$ cat src/design/ctrlPkg.sv
package ctrlPkg;

	// Microstate and instruction word
	localparam int StateW = 10;

	typedef logic [StateW-1:0] stateT;
	typedef logic [31:0]       irT;

	// Fetch loop
	localparam stateT StReset     = 10'd0;
	localparam stateT StFetch0    = 10'd1;	// Start of every instruction
	localparam stateT StFetch1    = 10'd2;
	localparam stateT StFetchWait = 10'd3;	// Waits on instruction memory
	localparam stateT StDecode    = 10'd4;	// Dispatch point

	// Data-processing entry states
	localparam stateT StDpReg  = 10'd5;
	localparam stateT StDpImm  = 10'd6;
	localparam stateT StDpRegS = 10'd7;	// Flag-setting forms
	localparam stateT StDpImmS = 10'd8;
	localparam stateT StCmpReg = 10'd9;	// Compare forms
	localparam stateT StCmpImm = 10'd10;

	// Load/store block bases, one four-state block per form
	localparam stateT LdImmBase = 10'd11;
	localparam stateT LdRegBase = 10'd15;
	localparam stateT StImmBase = 10'd59;
	localparam stateT StRegBase = 10'd63;

	// Added to the base for each addressing variant
	localparam stateT PreOffset  = 10'd8;
	localparam stateT PostOffset = 10'd16;
	localparam stateT ByteOffset = 10'd24;
	localparam stateT SubOffset  = 10'd96;	// Whole second half of the range

	// Load/store state space
	localparam stateT LsFirst = 10'd11;
	localparam stateT LsLast  = 10'd202;

	// Stores sit in two windows, loads fill the rest of LsFirst..LsLast
	localparam stateT StFirstAdd = 10'd59;
	localparam stateT StLastAdd  = 10'd106;
	localparam stateT StFirstSub = 10'd155;
	localparam stateT StLastSub  = 10'd202;

	// Branch states
	localparam stateT StBranch     = 10'd459;
	localparam stateT StBranchLink = 10'd460;

	// Class codes in ir[27:25]
	localparam logic [2:0] ClsDpReg  = 3'b000;
	localparam logic [2:0] ClsDpImm  = 3'b001;
	localparam logic [2:0] ClsLsImm  = 3'b010;
	localparam logic [2:0] ClsLsReg  = 3'b011;
	localparam logic [2:0] ClsBranch = 3'b101;

	// Field positions
	localparam int ClassHi  = 27;
	localparam int ClassLo  = 25;
	localparam int BitReg   = 25;	// Register offset in load/store class
	localparam int OpcodeHi = 24;
	localparam int OpcodeLo = 21;
	localparam int BitP = 24;	// Pre-index, also link bit of branch
	localparam int BitU = 23;
	localparam int BitB = 22;
	localparam int BitW = 21;
	localparam int BitL = 20;
	localparam int BitS = 20;	// Same bit as L, other class
	localparam int Bit7 = 7;
	localparam int Bit4 = 4;

	// Compare opcodes (TST, TEQ)
	localparam logic [3:0] CmpOpLo = 4'b1000;
	localparam logic [3:0] CmpOpHi = 4'b1001;

endpackage

$ cat src/design/lsEntryEncoder.sv
`timescale 1ns/10ps

module lsEntryEncoder (
	input  ctrlPkg::irT    ir,
	output ctrlPkg::stateT lsEntry
);

	import ctrlPkg::*;

	stateT base;
	stateT preAdd;
	stateT postAdd;
	stateT byteAdd;
	stateT subAdd;

	logic preIdx;
	logic postIdx;

	// Pick the block family
	always_comb begin
		if (ir[BitL]) begin
			base = ir[BitReg] ? LdRegBase : LdImmBase;	// Loads
		end else begin
			base = ir[BitReg] ? StRegBase : StImmBase;	// Stores
		end
	end

	// P with W is pre-index, P clear is post-index, P alone is offset
	assign preIdx  = ir[BitP] & ir[BitW];
	assign postIdx = ~ir[BitP];

	assign preAdd  = preIdx ? PreOffset : '0;
	assign postAdd = postIdx ? PostOffset : '0;
	assign byteAdd = ir[BitB] ? ByteOffset : '0;
	assign subAdd  = ir[BitU] ? '0 : SubOffset;	// U clear subtracts the offset

	// The offsets never overlap, so the sum stays inside LsFirst..LsLast
	assign lsEntry = base + preAdd + postAdd + byteAdd + subAdd;

endmodule

$ cat src/design/instrClassifier.sv
`timescale 1ns/10ps

module instrClassifier (
	input  ctrlPkg::irT    ir,
	input  logic           cond,
	output ctrlPkg::stateT dispatchState
);

	import ctrlPkg::*;

	logic [2:0] instrClass;
	logic [3:0] opcode;

	logic isDpReg;
	logic isDpImm;
	logic isLs;
	logic isBranch;
	logic isCmp;

	stateT lsEntry;

	lsEntryEncoder u_lsEntryEncoder (
		.ir      (ir),
		.lsEntry (lsEntry)
	);

	assign instrClass = ir[ClassHi:ClassLo];
	assign opcode     = ir[OpcodeHi:OpcodeLo];

	// Bits 7 and 4 both set mark the extra load/store forms, not handled here
	assign isDpReg = (instrClass == ClsDpReg) & ~(ir[Bit7] & ir[Bit4]);
	assign isDpImm = (instrClass == ClsDpImm);

	// Register offset with bit 4 set is the media space
	assign isLs = (instrClass == ClsLsImm) |
	              ((instrClass == ClsLsReg) & ~ir[Bit4]);

	assign isBranch = (instrClass == ClsBranch);

	assign isCmp = (opcode == CmpOpLo) | (opcode == CmpOpHi);

	always_comb begin
		dispatchState = StFetch0;	// Unknown and skipped instructions
		if (cond) begin
			if (isDpReg) begin
				if (isCmp) begin
					dispatchState = StCmpReg;
				end else if (ir[BitS]) begin
					dispatchState = StDpRegS;
				end else begin
					dispatchState = StDpReg;
				end
			end else if (isDpImm) begin
				if (isCmp) begin
					dispatchState = StCmpImm;
				end else if (ir[BitS]) begin
					dispatchState = StDpImmS;
				end else begin
					dispatchState = StDpImm;
				end
			end else if (isLs) begin
				dispatchState = lsEntry;
			end else if (isBranch) begin
				dispatchState = ir[BitP] ? StBranchLink : StBranch;	// Link bit
			end
		end
	end

endmodule

$ cat src/design/stateSequencer.sv
`timescale 1ns/10ps

module stateSequencer (
	input  logic           clk,
	input  logic           rst,
	input  ctrlPkg::stateT dispatchState,
	input  logic           moc,
	output ctrlPkg::stateT state,
	output logic           memReq
);

	import ctrlPkg::*;

	stateT nextState;
	stateT lsOffset;

	logic [1:0] blockPos;
	logic inLs;
	logic isStore;
	logic waitPos;
	logic isWait;
	logic memDone;
	logic memReqNext;

	// Block membership and position come straight from the state number
	assign inLs     = (state >= LsFirst) & (state <= LsLast);
	assign isStore  = ((state >= StFirstAdd) & (state <= StLastAdd)) |
	                  ((state >= StFirstSub) & (state <= StLastSub));
	assign lsOffset = state - LsFirst;
	assign blockPos = lsOffset[1:0];	// Blocks are four states, aligned to LsFirst

	// Loads wait on the third state, stores on the fourth
	assign waitPos = isStore ? (blockPos == 2'd3) : (blockPos == 2'd2);
	assign isWait  = (state == StFetchWait) | (inLs & waitPos);

	// Completion edge of the four-phase handshake
	assign memDone = memReq & moc;

	// Request only while moc is low, so a stale acknowledge must clear first.
	// When memDone is seen the state leaves the wait state and the request drops.
	assign memReqNext = isWait & ~moc;

	always_comb begin
		nextState = StFetch0;	// Single-cycle execution states
		case (state)
			StReset: nextState = StFetch0;
			StFetch0: nextState = StFetch1;
			StFetch1: nextState = StFetchWait;
			StFetchWait: begin
				nextState = memDone ? StDecode : StFetchWait;	// Hold is back-pressure
			end
			StDecode: nextState = dispatchState;
			default: begin
				if (inLs) begin
					if (isWait & ~memDone) begin
						nextState = state;	// Memory not done yet
					end else if (blockPos == 2'd3) begin
						nextState = StFetch0;	// End of block
					end else begin
						nextState = state + 1'b1;
					end
				end
			end
		endcase
	end

	always_ff @(posedge clk) begin
		if (rst) begin
			state  <= StReset;
			memReq <= 1'b0;
		end else begin
			state  <= nextState;
			memReq <= memReqNext;
		end
	end

endmodule

$ cat src/design/armControlUnit.sv
`timescale 1ns/10ps

module armControlUnit (
	input  logic           clk,
	input  logic           rst,
	input  ctrlPkg::irT    ir,
	input  logic           cond,	// Condition-pass flag
	input  logic           moc,	// Memory acknowledge
	output ctrlPkg::stateT state,
	output logic           memReq
);

	import ctrlPkg::*;

	stateT dispatchState;	// Only sampled in StDecode

	instrClassifier u_instrClassifier (
		.ir            (ir),
		.cond          (cond),
		.dispatchState (dispatchState)
	);

	stateSequencer u_stateSequencer (
		.clk           (clk),
		.rst           (rst),
		.dispatchState (dispatchState),
		.moc           (moc),
		.state         (state),
		.memReq        (memReq)
	);

endmodule

$ cat config.mk
export PLATFORM = sky130hd
export DESIGN_NAME = armControlUnit
export DESIGN_NICKNAME = d
export VERILOG_FILES = /design/src/design/ctrlPkg.sv /design/src/design/lsEntryEncoder.sv /design/src/design/instrClassifier.sv /design/src/design/stateSequencer.sv /design/src/design/armControlUnit.sv
export SDC_FILE = /design/constraint.sdc
export NUM_CORES = 1
export LEC_CHECK = 0
export CAP_MARGIN = 20
export CORE_ASPECT_RATIO = 0.9
export CORE_MARGIN = 2
export CORE_UTILIZATION = 60
export CTS_BUF_LIST = sky130_fd_sc_hd__clkbuf_16
export CTS_CLUSTER_SIZE = 30
export DETAILED_ROUTE_END_ITERATION = 12
export DONT_BUFFER_PORTS = 1
export PLACE_DENSITY_LB_ADDON = 0.1
export SKIP_LAST_GASP = 1
export SLEW_MARGIN = 5
export SYNTH_ARGS = -nofsm -noshare
export SYNTH_HDL_FRONTEND = slang
export SYNTH_SLANG_ARGS = --single-unit
$ cat constraint.sdc
create_clock -name clk -period 2.8 [get_ports clk]
set_input_delay 0.42 -clock clk [delete_from_list [all_inputs] [get_ports clk]]
set_output_delay 0.42 -clock clk [all_outputs]
set_load 0.01 [all_outputs]
==> run_results.csv, run 1 <==
group,metric,value,unit
worst_setup_path,crit_path_end_kind,"flop",
worst_setup_path,critical_path_class,"flop to flop",
grt,grt_pass1_wl,4816,um
timing,setup_viol,0,
clock_tree,clock_path_buffers,2,
timing,slew_headroom,65.69,%
layout,fill_cells,151,
placement,port-buffer-count,0,
floorplan,die_area,2188,um2
timing,timing.final.hold_violations,0,
yosys,syn-instance-count,150,
yosys,synthFlopType,"dfxtp_1",
placement,postPlaceCellArea,1129,um2
power,p_int,0.0003800,W
timing,skew,0.0003214,ns
timing,post-route-period-util,76.11,%
floorplan,core,1699,um2
power,leakagePower,0.4607,nW
yosys,synth-warning-count,0,
detailed_routing,drtIter0Drc,50,
timing,rsz0062_at_grt,"no",
worst_setup_path,required,2.97,ns
detailed_routing,routed_via_density,6.713,
power,power_frac_comb,15.2,%
floorplan,start_util,64.58,%
layout,antenna_cells,0,
layout,syn2layout_area_growth,10.03,%
timing,fmax,0.4693,GHz
floorplan,ios,47,
timing,fin_setup_tns,0,ns
yosys,yosysMostFrequentCell,"nand2_1",
clock_tree,cts_tree,"yes",
floorplan,dieWidth,49.08,um
grt,antenna_found_initial,0,
power,p_sw,0.0001116,W
worst_setup_path,arrival,2.30,ns
clock_tree,cts.repair.resized,0,
power,p_sw_share,22.71,%
grt,grt_use_total,28.70,%
detailed_routing,drtAntennaViolNets,0,
worst_hold_path,hp-class,"input port to flop",
grt,grt_start_max_net_pins,15,
detailed_routing,via_count,1168,
grt,grt_pass1_vias,1082,
yosys,synth_edf_count,0,
placement,dp_hpwl,2082,um
power,pwr-share-clk,51.6,%
status,status,"finished clean",
clock_tree,clk_pin_slew,0.04,ns
floorplan,rows,14,
yosys,synth_area_leaders,"dfxtp_1 (20%), nand2_1 (5.8%), ha_1 (5.7%)",
clock_tree,cts_root_buffer,"clkbuf_16",
layout,regArea,220.2,um2
clock_tree,cts_buffers,3,
worst_setup_path,startpoint_type,"flop",
yosys,synth_cell_types,50,
yosys,ys_seq_elements,11,
grt,gr-total-overflow,0,
detailed_routing,routed_wl,2839,um
layout,drive_gt1_share,9.333,%
detailed_routing,drc,0,
clock_tree,ctsHoldBuffers,0,
floorplan,die_y,44.57,um
power,power_density,407.1,nW/um2
clock_tree,postCtsSetupRepairBufs,0,
job,drv_cap,0,
yosys,synth_top_area_cell,"dfxtp_1",
yosys,syn-cell-area,1097,um2
layout,final_cells,174,
yosys,yosysTopAreaCellShare,20.07,%
placement,place_congestion,0.9012,
yosys,synth.top_cells.by_count,"nand2_1 (17), dfxtp_1 (11), inv_1 (11)",
clock_tree,cts_htree_levels,1,
detailed_routing,drt_pass1_iterations,4,
yosys,syn_nets,193,
yosys,ys_seq_area_share,20.07,%
clock_tree,clk_latency,0.23,ns
timing,worst_pin_slew,0.5108,ns
timing,report.final.slew_viol_count,0,
power,worst_ir_drop_vdd,0.5023,mV
layout,fin_area,1207,um2
yosys,avgSynthCellArea,7.315,um2
clock_tree,cts.sinks,11,
yosys,ys_async_sr_fraction,0,%
worst_setup_path,path_max_fanout,10,
detailed_routing,wl_per_cell,16.32,um
layout,nets,194,
layout,multi_input_area,799.5,um2
timing,layout_min_cycle_time,2.131,ns
power,pwr-share-seq,33.2,%
placement,place_inst,170,
## critical path: stages, from the launching register on
cell     delay (ns)
dfxtp_1        0.42
nor4_1         0.34
nand3_1        0.23
or2_1          0.41
nor4b_1        0.45
a31oi_1        0.08
a21oi_1        0.13
## path summary, 6_finish.rpt
path,from,endpoint,slack [ns],cells after the start
worst max register to register,u_stateSequencer.state[5]$_SDFFE_PP0P_,u_stateSequencer.state[4]$_SDFFE_PP0P_,0.67,6
worst max-delay path,u_stateSequencer.state[5]$_SDFFE_PP0P_,u_stateSequencer.state[4]$_SDFFE_PP0P_,0.67,6
worst min-delay path,rst,u_stateSequencer.state[4]$_SDFFE_PP0P_,0.25,1
worst min register to register,u_stateSequencer.state[3]$_SDFFE_PP0P_,u_stateSequencer.state[3]$_SDFFE_PP0P_,0.65,2
## per-stage QoR
step                total power, W  setup slack, ns  hold slack (ns)  util (%)
detailed placement       0.0002392           0.4656           0.4937     66.42
finish                   0.0004916           0.6690           0.2510     71.06
global placement         0.0002354           0.5517           0.4927     66.42
CTS                      0.0004951           0.6817           0.2491     71.06
global route             0.0005172           0.5144           0.2473     71.06
floorplan                0.0002241           0.6593           0.4921         -
## cells by family (layout without fill, tap and decap cells)
logic type	Yosys count	in the layout	share of synthesized area (%)
and+or+nand+nor	57	57	27.48
AOI/OAI and AO/OA	50	50	32.04
buffers and inverters	20	20	7.070
DFF	11	11	20.07
adders and majority gates	7	7	9.350
muxes	3	3	2.851
other	1	1	0.3417
xor gates and xnor gates	1	1	0.7983
## power groups by stage
stage                     Clock (W)  Combinational (W)  Sequential [W]
after floorplan                   0          0.0000585        0.000166
after global placement            0          0.0000706        0.000165
after detailed placement          0          0.0000741        0.000165
after CTS                  0.000257          0.0000748        0.000163
after global routing       0.000266          0.0000876        0.000163
final                      0.000254          0.0000747        0.000163
## sequential cells by signal, summed over array words and instances (netlist names)
register / cells
u_stateSequencer.state: 10
u_stateSequencer.memReq: 1
## placed cells by master (no fill, tap or decap), types with 2 or more instances in the layout
master,instances
nor4_1,3
fa_1,2
nand2b_1,2
mux2i_1,2
nand2_1,17
a211oi_1,4
a31oi_1,4
a21oi_1,9
nor3_1,4
clkbuf_16,3
or2_1,2
or3_1,3
ha_1,5
buf_4,5
dfxtp_1,11
o21ai_0,8
o32ai_1,3
a41oi_1,2
and3_1,2
nor2b_1,4
nor3b_1,2
a21o_1,4
nand3_1,5
inv_1,12
nor2_1,7
## metal layers
layer	track usage, %	vias up	share of wire [%]
met4	5.714	0	1.5
met1	38.10	549	47
met2	46.76	53	46
li1	-	558	-
met5	0	-	0
met3	8.446	8	5.4
## area by class of cell
class                      instances  area share [%]
clock buffer                       3           6.218
clock inverter                     1          0.3109
inverter                          11           3.420
multi-input combinational        119           66.22
sequential                        11           18.24
tap                               24           2.487
timing repair buffer               5           3.109
(Power assumes the default switching activity.)
==> inputs of run 2 (changes only) <==
- CORE_UTILIZATION: 60 -> 56
- clock period: 2.8 -> 1.72 ns (I/O delays scaled with it)
==> run_results.csv, run 2 (same netlist as run 1, synthesis figures left out) <==
group,metric,value,unit
placement,place_inst,195,
power,pwr-share-clk,49.8,%
worst_setup_path,r2r-start,"u_stateSequencer.state[1]$_SDFFE_PP0P_",
clock_tree,cts.sinks,11,
worst_setup_path,critPathLaunch,"u_stateSequencer.state[1]$_SDFFE_PP0P_",
worst_setup_path,critical_path_class,"flop to flop",
clock_tree,clock_path_buffers,2,
layout,fin_util,84.07,%
power,p_sw_share,26.01,%
clock_tree,clk_pin_slew,0.05,ns
layout,nets,221,
layout,syn2layout_area_growth,43.79,%
placement,dp_hpwl,2424,um
worst_setup_path,r2r_slack,-0.37,ns
detailed_routing,via_count,1458,
grt,grt_use_total,35.34,%
floorplan,rows,15,
detailed_routing,drt_pass1_iterations,6,
detailed_routing,drtAntennaViolNets,0,
placement,pre_cts_slack,-0.3773,ns
grt,gr-total-overflow,0,
floorplan,core,1877,um2
detailed_routing,drc,0,
layout,layout_common_cells,"buf_4 (30), nand2_1 (16), inv_1 (11)",
timing,post-route-period-util,121.3,%
floorplan,die_area,2330,um2
placement,place_congestion,0.8970,
worst_setup_path,crit_cells,10,
timing,rsz0062_at_grt,"yes",
grt,antenna_found_initial,0,
layout,antenna_cells,0,
worst_hold_path,hp-class,"input port to flop",
floorplan,dieWidth,50.66,um
worst_setup_path,startpoint_type,"flop",
grt,grt_pass1_wl,6044,um
detailed_routing,wl_per_cell,21.42,um
layout,layout.cells.most_common,"buf_4",
layout,top_regs,"u_stateSequencer.state (10), u_stateSequencer.memReq (1)",
power,pwr-share-seq,30.1,%
timing,slew_headroom,58.87,%
worst_hold_path,hold_depth,1,
power,power_density,554.2,nW/um2
power,power_frac_comb,20.2,%
worst_setup_path,path_delay_family,"compound AO/OA/AOI/OAI gates",
timing,report.final.slew_viol_count,0,
detailed_routing,routed_via_density,7.218,
worst_setup_path,critPathBufInv,4,
clock_tree,cts_buffers,3,
power,leakagePower,0.6331,nW
layout,drive_gt1_share,39.55,%
clock_tree,cts_root_buffer,"clkbuf_16",
clock_tree,cts_tree,"yes",
detailed_routing,drtIter0Drc,162,
grt,grt_pass1_vias,1306,
detailed_routing,routed_wl,4326,um
worst_setup_path,critPathCapture,"u_stateSequencer.state[2]$_SDFFE_PP0P_",
worst_hold_path,worstHoldStart,"rst",
floorplan,start_util,58.47,%
worst_setup_path,rr_endpoint,"u_stateSequencer.state[2]$_SDFFE_PP0P_",
timing,setup_viol,9,
worst_setup_path,arrival,2.24,ns
worst_setup_path,required,1.87,ns
status,violations,"negative setup slack",
clock_tree,clk_latency,0.24,ns
layout,largest_register_ffs,10,
placement,postPlaceCellArea,1314,um2
floorplan,die_y,46.00,um
timing,worst_pin_slew,0.6122,ns
worst_setup_path,crit_path_end_kind,"flop",
timing,fin_ws,-0.3658,ns
timing,timing.final.hold_violations,0,
timing,layout_min_cycle_time,2.086,ns
grt,grt_start_max_net_pins,15,
worst_setup_path,slowest_stage,"dfxtp_2",
job,drv_cap,0,
worst_setup_path,path_common_cell,"buf_4",
status,status,"finished with violations",
placement,port-buffer-count,0,
timing,fmax,0.4794,GHz
worst_setup_path,path_max_fanout,11,
layout,fin_area,1578,um2
layout,final_cells,202,
clock_tree,cts_htree_levels,1,
worst_setup_path,cpPeakStageDelay,0.31,ns
layout,max_flop_register,"u_stateSequencer.state",
floorplan,ios,47,
timing,skew,0.0004631,ns
power,p_int,0.0006470,W
power,p_sw,0.0002274,W
worst_setup_path,path_cells,"buf_4 > a21o_1 > a22oi_1 > a32o_2 > buf_4 > o21ai_2 > buf_6 > buf_4 > a21o_1 > a211oi_2",
power,worst_ir_drop_vdd,0.8321,mV
worst_setup_path,reg2regPathDepth,10,
power,total_power,0.0008744,W
-- run 2: worst register-to-register path, stage by stage (launching register included) --
cell      delay [ns]
dfxtp_2         0.31
buf_4           0.18
a21o_1          0.23
a22oi_1         0.21
a32o_2          0.22
buf_4           0.14
o21ai_2         0.06
buf_6           0.15
buf_4           0.14
a21o_1          0.17
a211oi_2        0.19
-- run 2: power groups by stage --
| stage | logic, W | clock network (W) | registers (W) |
|---|---|---|---|
| after global placement | 0.000135 | 0 | 0.000267 |
| after global routing | 0.000188 | 0.000448 | 0.000263 |
| final | 0.000176 | 0.000435 | 0.000263 |
| after CTS | 0.000154 | 0.000427 | 0.000263 |
| after floorplan | 0.0000954 | 0 | 0.000270 |
| after detailed placement | 0.000140 | 0 | 0.000267 |
-- run 2: stage by stage --
step | TNS (ns) | hold slack [ns]
6_report | -2.236 | 0.07461
3_5_place_dp | -2.320 | 0.3309
3_3_place_gp | -2.022 | 0.3315
5_1_grt | -2.660 | 0.06995
2_1_floorplan | -1.180 | 0.3301
4_1_cts | -1.671 | 0.07861
-- run 2: worst min path at each step --
stage	to	slack (ns)
6_report	u_stateSequencer.state[6]$_SDFFE_PP0P_	0.07
5_1_grt	u_stateSequencer.state[6]$_SDFFE_PP0P_	0.07
4_1_cts	u_stateSequencer.state[2]$_SDFFE_PP0P_	0.08
3_5_place_dp	u_stateSequencer.state[6]$_SDFFE_PP0P_	0.33
3_3_place_gp	u_stateSequencer.memReq$_SDFF_PP0_	0.33
2_1_floorplan	u_stateSequencer.memReq$_SDFF_PP0_	0.33
-- run 2: final cells by class --
| cell class | instances | area, um2 |
|---|---|---|
| clock buffers | 3 | 75.07 |
| clock inverters | 1 | 3.754 |
| fillers | 109 | 299.0 |
| inverters | 11 | 41.29 |
| multi-input cells | 119 | 954.7 |
| flip-flops and latches | 11 | 224.0 |
| well taps | 25 | 31.28 |
| repair buffers | 32 | 247.7 |
-- run 2: per-layer routing --
| metal | up-vias | global-route usage [%] | part of all wire, % |
|---|---|---|---|
| met3 | 49 | 8.882 | 13 |
| met2 | 142 | 57.89 | 45 |
| li1 | 614 | - | - |
| met1 | 653 | 45.51 | 36 |
| met5 | - | 0 | 0 |
| met4 | 0 | 12.97 | 6.5 |
-- run 2: what timing repair did --
action,in CTS,in global routing
resized for setup,16,17
hold buffers,0,0
setup buffers,2,1
hold endpoints to repair,0,0
pin swaps,7,14
endpoints found under the setup margin,9,9
